==> src/verilog/dmaCtl_defs.svh <==
`ifndef DMA_CTL_DEFS_SVH
`define DMA_CTL_DEFS_SVH

// Register map widths of the 8237
`define DMA_CHANNELS 4
`define DMA_ADDR_W   16
`define DMA_DATA_W   8
`define DMA_COUNT_W  16

// CPU register addresses
// Channel n base address sits at 2n and its word count at 2n+1
`define DMA_REG_CMD   4'd8
`define DMA_REG_MASK  4'd10
`define DMA_REG_MODE  4'd11
`define DMA_REG_CLRFF 4'd12

`endif

==> src/verilog/dmaPkg.sv <==
`include "dmaCtl_defs.svh"

package dmaPkg;

  // Direction as seen from memory
  typedef enum logic [1:0] {
    verifyXfer = 2'd0,
    writeXfer  = 2'd1,
    readXfer   = 2'd2
  } transferTypeT;

  typedef struct packed {
    transferTypeT transferType;
    logic         autoInit;
    logic         addrDecrement;
  } modeRegT;

  typedef logic [$clog2(`DMA_CHANNELS)-1:0] channelT;

endpackage

==> src/verilog/dmaIfs.sv <==
`timescale 1ns/1ps
`include "dmaCtl_defs.svh"

// Handshake between the control FSM and the arbiter
interface dmaSigIf
  import dmaPkg::*;
();
  logic    anyReq;
  channelT grantChan;
  logic    latchGrant;
  logic    serviceDone;

  modport control (
    input  anyReq,
    output latchGrant,
    output serviceDone
  );

  modport prio (
    output anyReq,
    output grantChan,
    input  latchGrant,
    input  serviceDone
  );
endinterface

// Register file view shared by control and arbitration
interface dmaRegIf
  import dmaPkg::*;
();
  logic [`DMA_CHANNELS-1:0] maskBits;
  logic                     rotatePriority;
  modeRegT                  grantMode;
  logic [`DMA_ADDR_W-1:0]   curAddr;
  logic                     tcReached;
  channelT                  grantChan;
  logic                     updateStrobe;

  modport regs (
    output maskBits,
    output rotatePriority,
    output grantMode,
    output curAddr,
    output tcReached,
    input  grantChan,
    input  updateStrobe
  );

  modport control (
    input  grantMode,
    input  tcReached,
    output updateStrobe
  );

  modport prio (
    input  maskBits,
    input  rotatePriority,
    output grantChan
  );
endinterface

==> src/verilog/dmaController.sv <==
`timescale 1ns/1ps
`include "dmaCtl_defs.svh"

module dmaController
(
  input  logic                     TCcpuIf,
  input  logic                     rstN,
  input  logic                     csN,
  input  logic                     wrN,
  input  logic [3:0]               cpuAddr,
  input  logic [`DMA_DATA_W-1:0]   cpuData,
  input  logic [`DMA_CHANNELS-1:0] dreq,
  input  logic                     hlda,
  output logic                     hrq,
  output logic                     aen,
  output logic                     adstb,
  output logic [`DMA_CHANNELS-1:0] dack,
  output logic [`DMA_ADDR_W-1:0]   dmaAddr,
  output logic                     memrN,
  output logic                     memwN,
  output logic                     iorN,
  output logic                     iowN,
  output logic                     eopN
);

  dmaSigIf sigIf ();
  dmaRegIf regIf ();

  timingAndControl tcCtl (
    .TCcpuIf (TCcpuIf),
    .rstN    (rstN),
    .hlda    (hlda),
    .sig     (sigIf.control),
    .regs    (regIf.control),
    .hrq     (hrq),
    .aen     (aen),
    .adstb   (adstb),
    .memrN   (memrN),
    .memwN   (memwN),
    .iorN    (iorN),
    .iowN    (iowN),
    .eopN    (eopN)
  );

  priorityLogic prioLogic (
    .TCcpuIf (TCcpuIf),
    .rstN    (rstN),
    .dreq    (dreq),
    .sig     (sigIf.prio),
    .regs    (regIf.prio),
    .dack    (dack)
  );

  dmaRegisters regFile (
    .TCcpuIf (TCcpuIf),
    .rstN    (rstN),
    .csN     (csN),
    .wrN     (wrN),
    .cpuAddr (cpuAddr),
    .cpuData (cpuData),
    .regs    (regIf.regs),
    .dmaAddr (dmaAddr)
  );

endmodule

==> src/verilog/dmaRegisters.sv <==
`timescale 1ns/1ps
`include "dmaCtl_defs.svh"

module dmaRegisters
  import dmaPkg::*;
(
  input  logic                   TCcpuIf,
  input  logic                   rstN,
  input  logic                   csN,
  input  logic                   wrN,
  input  logic [3:0]             cpuAddr,
  input  logic [`DMA_DATA_W-1:0] cpuData,
  dmaRegIf.regs                  regs,
  output logic [`DMA_ADDR_W-1:0] dmaAddr
);

  logic [`DMA_ADDR_W-1:0]   baseAddr  [`DMA_CHANNELS];
  logic [`DMA_ADDR_W-1:0]   curAddrR  [`DMA_CHANNELS];
  logic [`DMA_COUNT_W-1:0]  baseCount [`DMA_CHANNELS];
  logic [`DMA_COUNT_W-1:0]  curCount  [`DMA_CHANNELS];
  modeRegT                  modeR     [`DMA_CHANNELS];
  logic [`DMA_CHANNELS-1:0] maskR;
  logic                     rotateR;
  logic                     bytePtr;
  logic                     cpuWrite;
  logic                     chanWrite;
  channelT                  wrChan;
  channelT                  selChan;
  channelT                  gChan;

  assign cpuWrite  = !csN && !wrN;
  // Addresses 0 to 7 hold the per-channel address and count pairs
  assign chanWrite = cpuWrite && !cpuAddr[3];
  assign wrChan    = cpuAddr[2:1];
  assign selChan   = cpuData[1:0];
  assign gChan     = regs.grantChan;

  always_ff @(posedge TCcpuIf)
  begin
    if (regs.updateStrobe)
    begin
      if (regs.tcReached && modeR[gChan].autoInit)
      begin
        curAddrR[gChan] <= baseAddr[gChan];
        curCount[gChan] <= baseCount[gChan];
      end
      else
      begin
        if (modeR[gChan].addrDecrement)
          curAddrR[gChan] <= curAddrR[gChan] - 1'b1;
        else
          curAddrR[gChan] <= curAddrR[gChan] + 1'b1;
        curCount[gChan] <= curCount[gChan] - 1'b1;
      end
    end

    // Low byte first, then high byte, into both base and current
    if (chanWrite)
    begin
      if (cpuAddr[0])
      begin
        baseCount[wrChan][bytePtr * `DMA_DATA_W +: `DMA_DATA_W] <= cpuData;
        curCount[wrChan][bytePtr * `DMA_DATA_W +: `DMA_DATA_W]  <= cpuData;
      end
      else
      begin
        baseAddr[wrChan][bytePtr * `DMA_DATA_W +: `DMA_DATA_W] <= cpuData;
        curAddrR[wrChan][bytePtr * `DMA_DATA_W +: `DMA_DATA_W] <= cpuData;
      end
    end

    if (cpuWrite && cpuAddr == `DMA_REG_MODE)
      modeR[selChan] <= '{
        transferType:  transferTypeT'(cpuData[3:2]),
        autoInit:      cpuData[4],
        addrDecrement: cpuData[5]
      };
  end

  always_ff @(posedge TCcpuIf)
  begin
    if (!rstN)
    begin
      maskR   <= '1;
      rotateR <= 1'b0;
      bytePtr <= 1'b0;
    end
    else
    begin
      // Channel shuts itself off at terminal count
      if (regs.updateStrobe && regs.tcReached && !modeR[gChan].autoInit)
        maskR[gChan] <= 1'b1;
      if (cpuWrite)
      begin
        case (cpuAddr)
          `DMA_REG_CMD:   rotateR <= cpuData[4];
          `DMA_REG_MASK:  maskR[selChan] <= cpuData[2];
          `DMA_REG_CLRFF: bytePtr <= 1'b0;
          default:
            if (!cpuAddr[3])
              bytePtr <= !bytePtr;
        endcase
      end
    end
  end

  assign regs.maskBits       = maskR;
  assign regs.rotatePriority = rotateR;
  assign regs.grantMode      = modeR[gChan];
  assign regs.tcReached      = curCount[gChan] == '0;
  assign dmaAddr             = curAddrR[gChan];
  assign regs.curAddr        = dmaAddr;

endmodule

==> src/verilog/priorityLogic.sv <==
`timescale 1ns/1ps
`include "dmaCtl_defs.svh"

module priorityLogic
  import dmaPkg::*;
(
  input  logic                     TCcpuIf,
  input  logic                     rstN,
  input  logic [`DMA_CHANNELS-1:0] dreq,
  dmaSigIf.prio                    sig,
  dmaRegIf.prio                    regs,
  output logic [`DMA_CHANNELS-1:0] dack
);

  logic [`DMA_CHANNELS-1:0] activeReq;
  channelT                  topPrio;
  channelT                  firstChan;
  channelT                  winner;
  channelT                  grantReg;

  assign activeReq = dreq & ~regs.maskBits;
  assign sig.anyReq = |activeReq;

  // Fixed priority always starts the search at channel 0
  assign firstChan = regs.rotatePriority ? topPrio : '0;

  always_comb
  begin : pickWinner
    channelT idx;
    logic    found;
    winner = firstChan;
    found  = 1'b0;
    for (int i = 0; i < `DMA_CHANNELS; i++)
    begin
      idx = firstChan + channelT'(i);
      if (!found && activeReq[idx])
      begin
        winner = idx;
        found  = 1'b1;
      end
    end
  end

  assign sig.grantChan  = winner;
  assign regs.grantChan = grantReg;

  always_ff @(posedge TCcpuIf)
  begin
    if (!rstN)
    begin
      grantReg <= '0;
      topPrio  <= '0;
      dack     <= '0;
    end
    else if (sig.latchGrant)
    begin
      grantReg <= winner;
      dack     <= {{(`DMA_CHANNELS-1){1'b0}}, 1'b1} << winner;
    end
    else if (sig.serviceDone)
    begin
      dack    <= '0;
      // Serviced channel drops to lowest priority
      topPrio <= grantReg + 1'b1;
    end
  end

endmodule

==> src/verilog/timingAndControl.sv <==
`timescale 1ns/1ps

module timingAndControl
  import dmaPkg::*;
(
  input  logic     TCcpuIf,
  input  logic     rstN,
  input  logic     hlda,
  dmaSigIf.control sig,
  dmaRegIf.control regs,
  output logic     hrq,
  output logic     aen,
  output logic     adstb,
  output logic     memrN,
  output logic     memwN,
  output logic     iorN,
  output logic     iowN,
  output logic     eopN
);

  localparam int SiIdx = 0;
  localparam int S0Idx = 1;
  localparam int S1Idx = 2;
  localparam int S2Idx = 3;
  localparam int S3Idx = 4;
  localparam int S4Idx = 5;

  typedef enum logic [5:0] {
    SI = 6'b000001 << SiIdx,
    S0 = 6'b000001 << S0Idx,
    S1 = 6'b000001 << S1Idx,
    S2 = 6'b000001 << S2Idx,
    S3 = 6'b000001 << S3Idx,
    S4 = 6'b000001 << S4Idx
  } stateT;

  stateT state;
  stateT nextState;
  logic  xferCycle;
  logic  isWrite;
  logic  isRead;

  always_comb
  begin
    nextState = state;
    unique case (1'b1)
      state[SiIdx]:
        if (sig.anyReq)
          nextState = S0;
      // Request withdrawn before the bus was granted
      state[S0Idx]:
        if (!sig.anyReq)
          nextState = SI;
        else if (hlda)
          nextState = S1;
      state[S1Idx]: nextState = S2;
      state[S2Idx]: nextState = S3;
      state[S3Idx]: nextState = S4;
      state[S4Idx]: nextState = SI;
      default: nextState = SI;
    endcase
  end

  // Arbiter captures the winner on the edge into S1
  assign sig.latchGrant = state[S0Idx] & sig.anyReq & hlda;

  assign xferCycle = nextState[S2Idx] | nextState[S3Idx];
  assign isWrite   = regs.grantMode.transferType == writeXfer;
  assign isRead    = regs.grantMode.transferType == readXfer;

  // Outputs are decoded from the next state so they change with the state register
  always_ff @(posedge TCcpuIf)
  begin
    if (!rstN)
    begin
      state             <= SI;
      hrq               <= 1'b0;
      aen               <= 1'b0;
      adstb             <= 1'b0;
      memrN             <= 1'b1;
      memwN             <= 1'b1;
      iorN              <= 1'b1;
      iowN              <= 1'b1;
      eopN              <= 1'b1;
      regs.updateStrobe <= 1'b0;
      sig.serviceDone   <= 1'b0;
    end
    else
    begin
      state             <= nextState;
      hrq               <= !nextState[SiIdx];
      aen               <= nextState[S1Idx] | xferCycle | nextState[S4Idx];
      adstb             <= nextState[S1Idx];
      iorN              <= !(xferCycle && isWrite);
      memwN             <= !(xferCycle && isWrite);
      memrN             <= !(xferCycle && isRead);
      iowN              <= !(xferCycle && isRead);
      eopN              <= !(nextState[S4Idx] && regs.tcReached);
      regs.updateStrobe <= nextState[S4Idx];
      sig.serviceDone   <= nextState[S4Idx];
    end
  end

endmodule
==> config.mk <==
export PLATFORM = sky130hd
export DESIGN_NAME = dmaController
export DESIGN_NICKNAME = d
export VERILOG_FILES = /design/src/verilog/dmaPkg.sv /design/src/verilog/dmaIfs.sv /design/src/verilog/dmaController.sv /design/src/verilog/dmaRegisters.sv /design/src/verilog/priorityLogic.sv /design/src/verilog/timingAndControl.sv
export VERILOG_INCLUDE_DIRS = /design/src /design/src/verilog
export SDC_FILE = /design/constraint.sdc
export NUM_CORES = 1
export LEC_CHECK = 0
export CORE_AREA = 2 2 165 183
export DETAILED_ROUTE_END_ITERATION = 10
export DIE_AREA = 0 0 167 185
export DONT_BUFFER_PORTS = 1
export PLACE_DENSITY = 0.67
export SLEW_MARGIN = 10
export SYNTH_ARGS = -nofsm -noshare
export SYNTH_HDL_FRONTEND = slang
export SYNTH_SLANG_ARGS = --single-unit
==> constraint.sdc <==
create_clock -name TCcpuIf -period 2.8 [get_ports TCcpuIf]
set_input_delay 0.14 -clock TCcpuIf [delete_from_list [all_inputs] [get_ports TCcpuIf]]
set_output_delay 0.14 -clock TCcpuIf [all_outputs]
set_load 0.005 [all_outputs]
Word level (Yosys, flattened, before mapping)
Memory sizes are Yosys's and may differ from the RTL's. A register that Yosys moved wholly into a read port is not among the register bits.
Index checks and enable logic that the tools add are counted.
Widths: inputs -> output; s select.

word-level totals
  output and inout bits = 28
  bits in registers = 27
  RAM bits = 272
  memories kept = 5

memories
  memory             depth  bits a word  rd ports  clocked after memory_dff  wr ports  line                source
  regFile.baseAddr   4      16           1         1                         1         dmaRegisters.sv:17  logic [`DMA_ADDR_W-1:0] baseAddr [`DMA_CHANNELS];
  regFile.baseCount  4      16           1         1                         1         dmaRegisters.sv:19  logic [`DMA_COUNT_W-1:0] baseCount [`DMA_CHANNELS];
  regFile.curAddrR   4      16           1         1                         2         dmaRegisters.sv:18  logic [`DMA_ADDR_W-1:0] curAddrR [`DMA_CHANNELS];
  regFile.curCount   4      16           1         1                         2         dmaRegisters.sv:20  logic [`DMA_COUNT_W-1:0] curCount [`DMA_CHANNELS];
  regFile.modeR      4      4            1         1                         1         dmaRegisters.sv:21  modeRegT modeR [`DMA_CHANNELS];

cells by class
  magnitude comparators = 8
  muxes and demuxes = 67
  eq/ne operators = 7
  bitwise operators = 13
  add/sub/neg operators = 8
  shift-type cells = 3
  reductions and logical operators = 33

operators with widths
  kind                     number
  $mux 16                  5
  $neg 4->34               1
  $shift 8x34->16 const A  1
  $shiftx 8x34->16         1
  $sub 16x1->16 const B    2
  $mux 1                   30
  $pmux 6 s5               1
  $mux 2                   14
  $mux 4                   6
  $lt 2x3->1 const B       6
  $mux 6                   3
  $add 16x1->16 const B    1
  $eq 4x4->1 const B       4
  $logic_not 16->1         1
  $logic_and 1x1->1        14
  $logic_not 1->1          12
  $bmux 1 s2               4
  $or 1x1->1               6
  $add 2x1->2 const B      2
  $add 2x2->2 const B      2
  $and 4x4->4              1
  $bwmux 4                 1
  $demux 1 s2              2
  $ge 2x1->1 const B       2
  14 further kinds         17

Depth between registers and ports, before layout
  depth after elaboration = 16
  depth in mapped cells = 12

Hierarchy
From an unflattened synthesis, not the netlist that was laid out.

second synthesis, totals
  cell total of the unflattened synthesis = 1012
  area total of the unflattened synthesis = 14525.2 µm²

by module, submodules not included
  module            instances  cells each  area an instance (µm²)  seq. area each (µm²)
  dmaRegisters      1          904         13505.5                 8287.9
  priorityLogic     1          71          633.1                   160.2
  timingAndControl  1          37          386.6                   220.2

Least setup slack after synthesis
No wires, ideal clock.

  kind = reg-to-reg
  start = reg (tool-made name)
  end = mem regFile.curCount[1][10] in the netlist's numbering, data pin
  setup time = 0.265 ns
  period minus slack after synthesis = 3.013 ns
  arrival = 2.749 ns
  cell stages (with the launch flop) = 12
  slack = -0.213 ns
  cells stage by stage = dfxtp_1 > buf_6 > buf_6 > buf_6 > mux4_2 > inv_1 > ha_1 > nand3_1 > o31ai_4 > buf_2 > mux2i_1 > o21ai_1

RTL lines
  item           line
  end, declared  dmaRegisters.sv:20

==> reports/results.tsv <==
stage	metric	value	unit
timing	final.period_utilization	1.03	
floorplanning	die-height	185	um
synthesis	mappedNetlistArea	0.0143	mm^2
synthesis	syn-num-nets	1032	
pwr	clkPwrFrac	0.434	
clocking	cts_root_buf	clkbuf_16	
global_routing	grt_pass1_vias	9162	
timing	tns	-1.53	ns
synthesis	ys_types	67	
synthesis	synthCells	1004	
timing	fmax	348	MHz
synthesis	yosysWarnings	0	
critical_path	cp-start-kind	register	
cells_and_area	fin_util	0.580	
floorplanning	start_util	0.490	
critical_path	reg2reg_slack	-0.07	ns
synthesis	synth_edf_count	272	
pwr	seq_power_share	0.544	
timing	fin_crit	2.87	ns
clocking	clock-sinks	299	
cells_and_area	layout.nets	1123	
floorplanning	io_pins	49	
outcome	status	complete, but fails checks	
critical_path	r2r-end	regFile.curCount[2][15]	
drt	dr.pass1.iters	7	
critical_path	cp_cell_sequence	buf_12 -> mux4_2 -> or3_4 -> nor3_4 -> nor3b_2 -> xnor2_1 -> o21ai_2 -> mux2_2	
synthesis	ys.flop_type	edfxtp_1	
synthesis	async_flop_share	0	
global_routing	antenna_found_initial	4	
global_routing	grt_pass1_wl	54.1	mm
critical_path	critical_path_arrival	3.17	ns
placed_design	port-buffer-count	0	
critical_path	crit_type	register to register	
timing	rsz0062_at_grt	yes	
clocking	clk_path_buf_depth	3	
timing	whs	0.00903	ns
placed_design	pre_cts_ws	-0.235	ns
timing	slew_headroom	0.221	
pwr	netSwitchingFraction	0.202	
hold_path	whs_endpoint	regFile.baseCount[1][9]	
timing	maxSlewViolCount	0	
critical_path	worst-path-max-fanout	12	
critical_path	worstSetupEndpointType	register	
synthesis	synth.yosys.seq_area_share	0.610	
timing	fin_worst_skew	0.0276	ns
drt	drt_iter0_drc	991	
drt	avgRoutedWirePerCell	23.8	um
pwr	switching_power	1.81	mW
outcome	failed_checks	negative setup slack	
drt	viasPerCell	6.09	
timing	fin_ws	-0.0711	ns
clocking	htree_levels	1	
pwr	p_leak	5.69	nW
placed_design	dp_hpwl	23.0	mm
hold_path	hold_path.class	input pin to register	
drt	drc	0	
synthesis	avgSynthCellArea	14.2	um^2
hold_path	min_path_cells	1	
critical_path	max_stage_delay	0.56	ns
floorplanning	placeableCoreArea	0.0292	mm^2
pwr	total_power	8.92	mW
clocking	numCtsBuffers	30	
synthesis	synth.ff_latch_count	299	
placed_design	routabilityCongestion	0.857	
floorplanning	num_rows	66	
pwr	p_per_area	528	mW/mm^2
pwr	p_int	7.12	mW
cells_and_area	area_growth_syn_to_layout	18.4	%
timing	worst_pin_slew	1.16	ns
drt	drt.antenna.violating_nets	0	
timing	hold_viol	0	
hold_path	hold_start	cpuData[1]	
cells_and_area	drive_above_1_share	0.328	
clocking	clk_pin_slew_worst_paths	0.06	ns
critical_path	worstRegToRegCells	8	
clocking	clock_latency	0.58	ns
critical_path	worstPathRequired	3.10	ns
clocking	cts_tree	done	
timing	setup_viol	49	
critical_path	critPathSlowestCell	mux4_2	
floorplanning	dieWidth	167	um
drt	routed_wl	35.7	mm
global_routing	track_usage	0.231	
pwr	p_comb_frac	0.021	
run	drv_cap	0	
global_routing	grt_overflow	0	
floorplanning	die_area	0.0309	mm^2
global_routing	grt_max_degree	33	
pwr	ir_drop	0.666	mV
drt	vias	9121	
==> layer usage <==
| metal | global-route usage | vias up | share of wire |
|---|---|---|---|
| li1 | - | 4068 | - |
| met1 | 0.293 | 4569 | 0.39 |
| met2 | 0.400 | 413 | 0.51 |
| met5 | 0 | - | 0 |
| met3 | 0.0355 | 71 | 0.072 |
| met4 | 0.0928 | 0 | 0.030 |
==> worst max-delay path, delay by kind of cell (launching register included) <==
family                 cells  cell delay (ns)
XOR/XNOR                   1             0.18
AO/OA/AOI/OAI              1             0.11
buffers and inverters      1             0.18
multiplexers               2             0.83
AND/OR/NAND/NOR            3             0.90
flip-flops                 1             0.41
==> final cells by class <==
class                      instances  area, um^2
multi-input combinational        609        5460
clock buffer                      40         808
antenna                            4        10.0
fill                            2224       12200
tap                              374         468
timing repair buffer             128        1210
inverter                          27         101
clock inverter                    16         138
sequential                       299        8720
==> sequential cells by signal, summed over array words and instances, names as in the netlist, named ones only <==
signal                       flops
regFile.curCount                64
prioLogic.topPrio                2
tcCtl.state                      5
prioLogic.regs.grantChan         2
regFile.modeR                   16
regFile.baseCount               64
tcCtl.regs.updateStrobe          1
prioLogic.dack                   4
tcCtl.hrq                        1
tcCtl.memwN                      1
tcCtl.aen                        1
regFile.curAddrR                64
regFile.baseAddr                64
regFile.regs.maskBits            4
tcCtl.eopN                       1
regFile.bytePtr                  1
tcCtl.memrN                      1
regFile.regs.rotatePriority      1
==> cell usage in the layout (no fill, tap or decap), drive strengths merged, types with 8 or more instances in the layout <==
cell type / count
a21oi: 35
a31oi: 24
and2: 15
buf: 99
clkbuf: 41
clkinv: 14
dfxtp: 27
dlygate4sd3: 28
edfxtp: 272
inv: 27
mux2: 86
mux4: 69
nand2: 91
nand2b: 10
nand3: 16
nor2: 74
nor2b: 20
nor3: 10
nor4: 8
o21ai: 43
xnor2: 20
==> how the worst max path moves through the flow <==
stage                   from                      end  slack [ns]  cells after the start
CTS                 register   regFile.curAddrR[1][9]       -0.07                      9
global route        register  regFile.curAddrR[2][14]       -0.19                     11
floorplan           register  regFile.curAddrR[1][10]       -0.03                     10
finish              register  regFile.curCount[2][15]       -0.07                      8
global placement    register  regFile.curAddrR[3][14]       -0.23                      8
detailed placement  register  regFile.curAddrR[2][14]       -0.23                      8
==> synthesized netlist by cell type (all sizes together), types with 3 or more instances <==
cell      n  share of area
nor2b    20         0.0088
a32oi     3         0.0018
a211o     3         0.0018
o21a      3         0.0016
o221ai    3         0.0018
mux2     86          0.068
a31oi    24          0.011
nor4      8         0.0044
or3       4         0.0021
nor3     10         0.0043
mux4     69           0.11
edfxtp  272           0.57
xor2      7         0.0043
buf      25          0.011
ha        7         0.0061
a21oi    35          0.012
o31ai     4         0.0031
nand4b    6         0.0037
nand2    91          0.024
mux2i     4         0.0028
nand4     4         0.0018
inv      27         0.0071
dfxtp    27          0.038
nor2     74          0.019
xnor2    20          0.012
and2     15         0.0066
nand2b   10         0.0044
o21ai    43          0.016
and3      5         0.0022
nand3    16         0.0056
clkbuf   44          0.012
nor4b     5         0.0039
==> kinds of logic after synthesis <==
group,share of synthesized area
fa+ha+maj,0.00614
xor+xnor,0.0166
compound gates,0.0611
mux,0.180
buf+inv,0.0294
flops,0.610
simple gates,0.0973
==> power by group through the flow <==
stage	clock network [mW]	registers (mW)	logic [mW]
2_1_floorplan	0	4.95	0.103
3_3_place_gp	0	4.95	0.106
3_5_place_dp	0	4.95	0.110
4_1_cts	3.91	4.86	0.188
5_1_grt	4.07	4.85	0.205
6_report	3.87	4.86	0.191
==> what timing repair did <==
item	CTS	global route
resized for setup	29	34
pin swaps	10	7
endpoints found under the setup margin	128	131
hold buffers	28	0
endpoints found under the hold margin	275	0
cloned	2	1
setup buffers	8	1
==> through the flow <==
step | area (um^2) | std cells
after global routing | 16900 | 1496
after floorplan | 14400 | 1004
final | 16900 | 1497
after CTS | 16800 | 1491
after detailed placement | 15300 | 1397
after global placement | 15300 | 1397
Note: power is estimated with default switching activity, not from simulation.
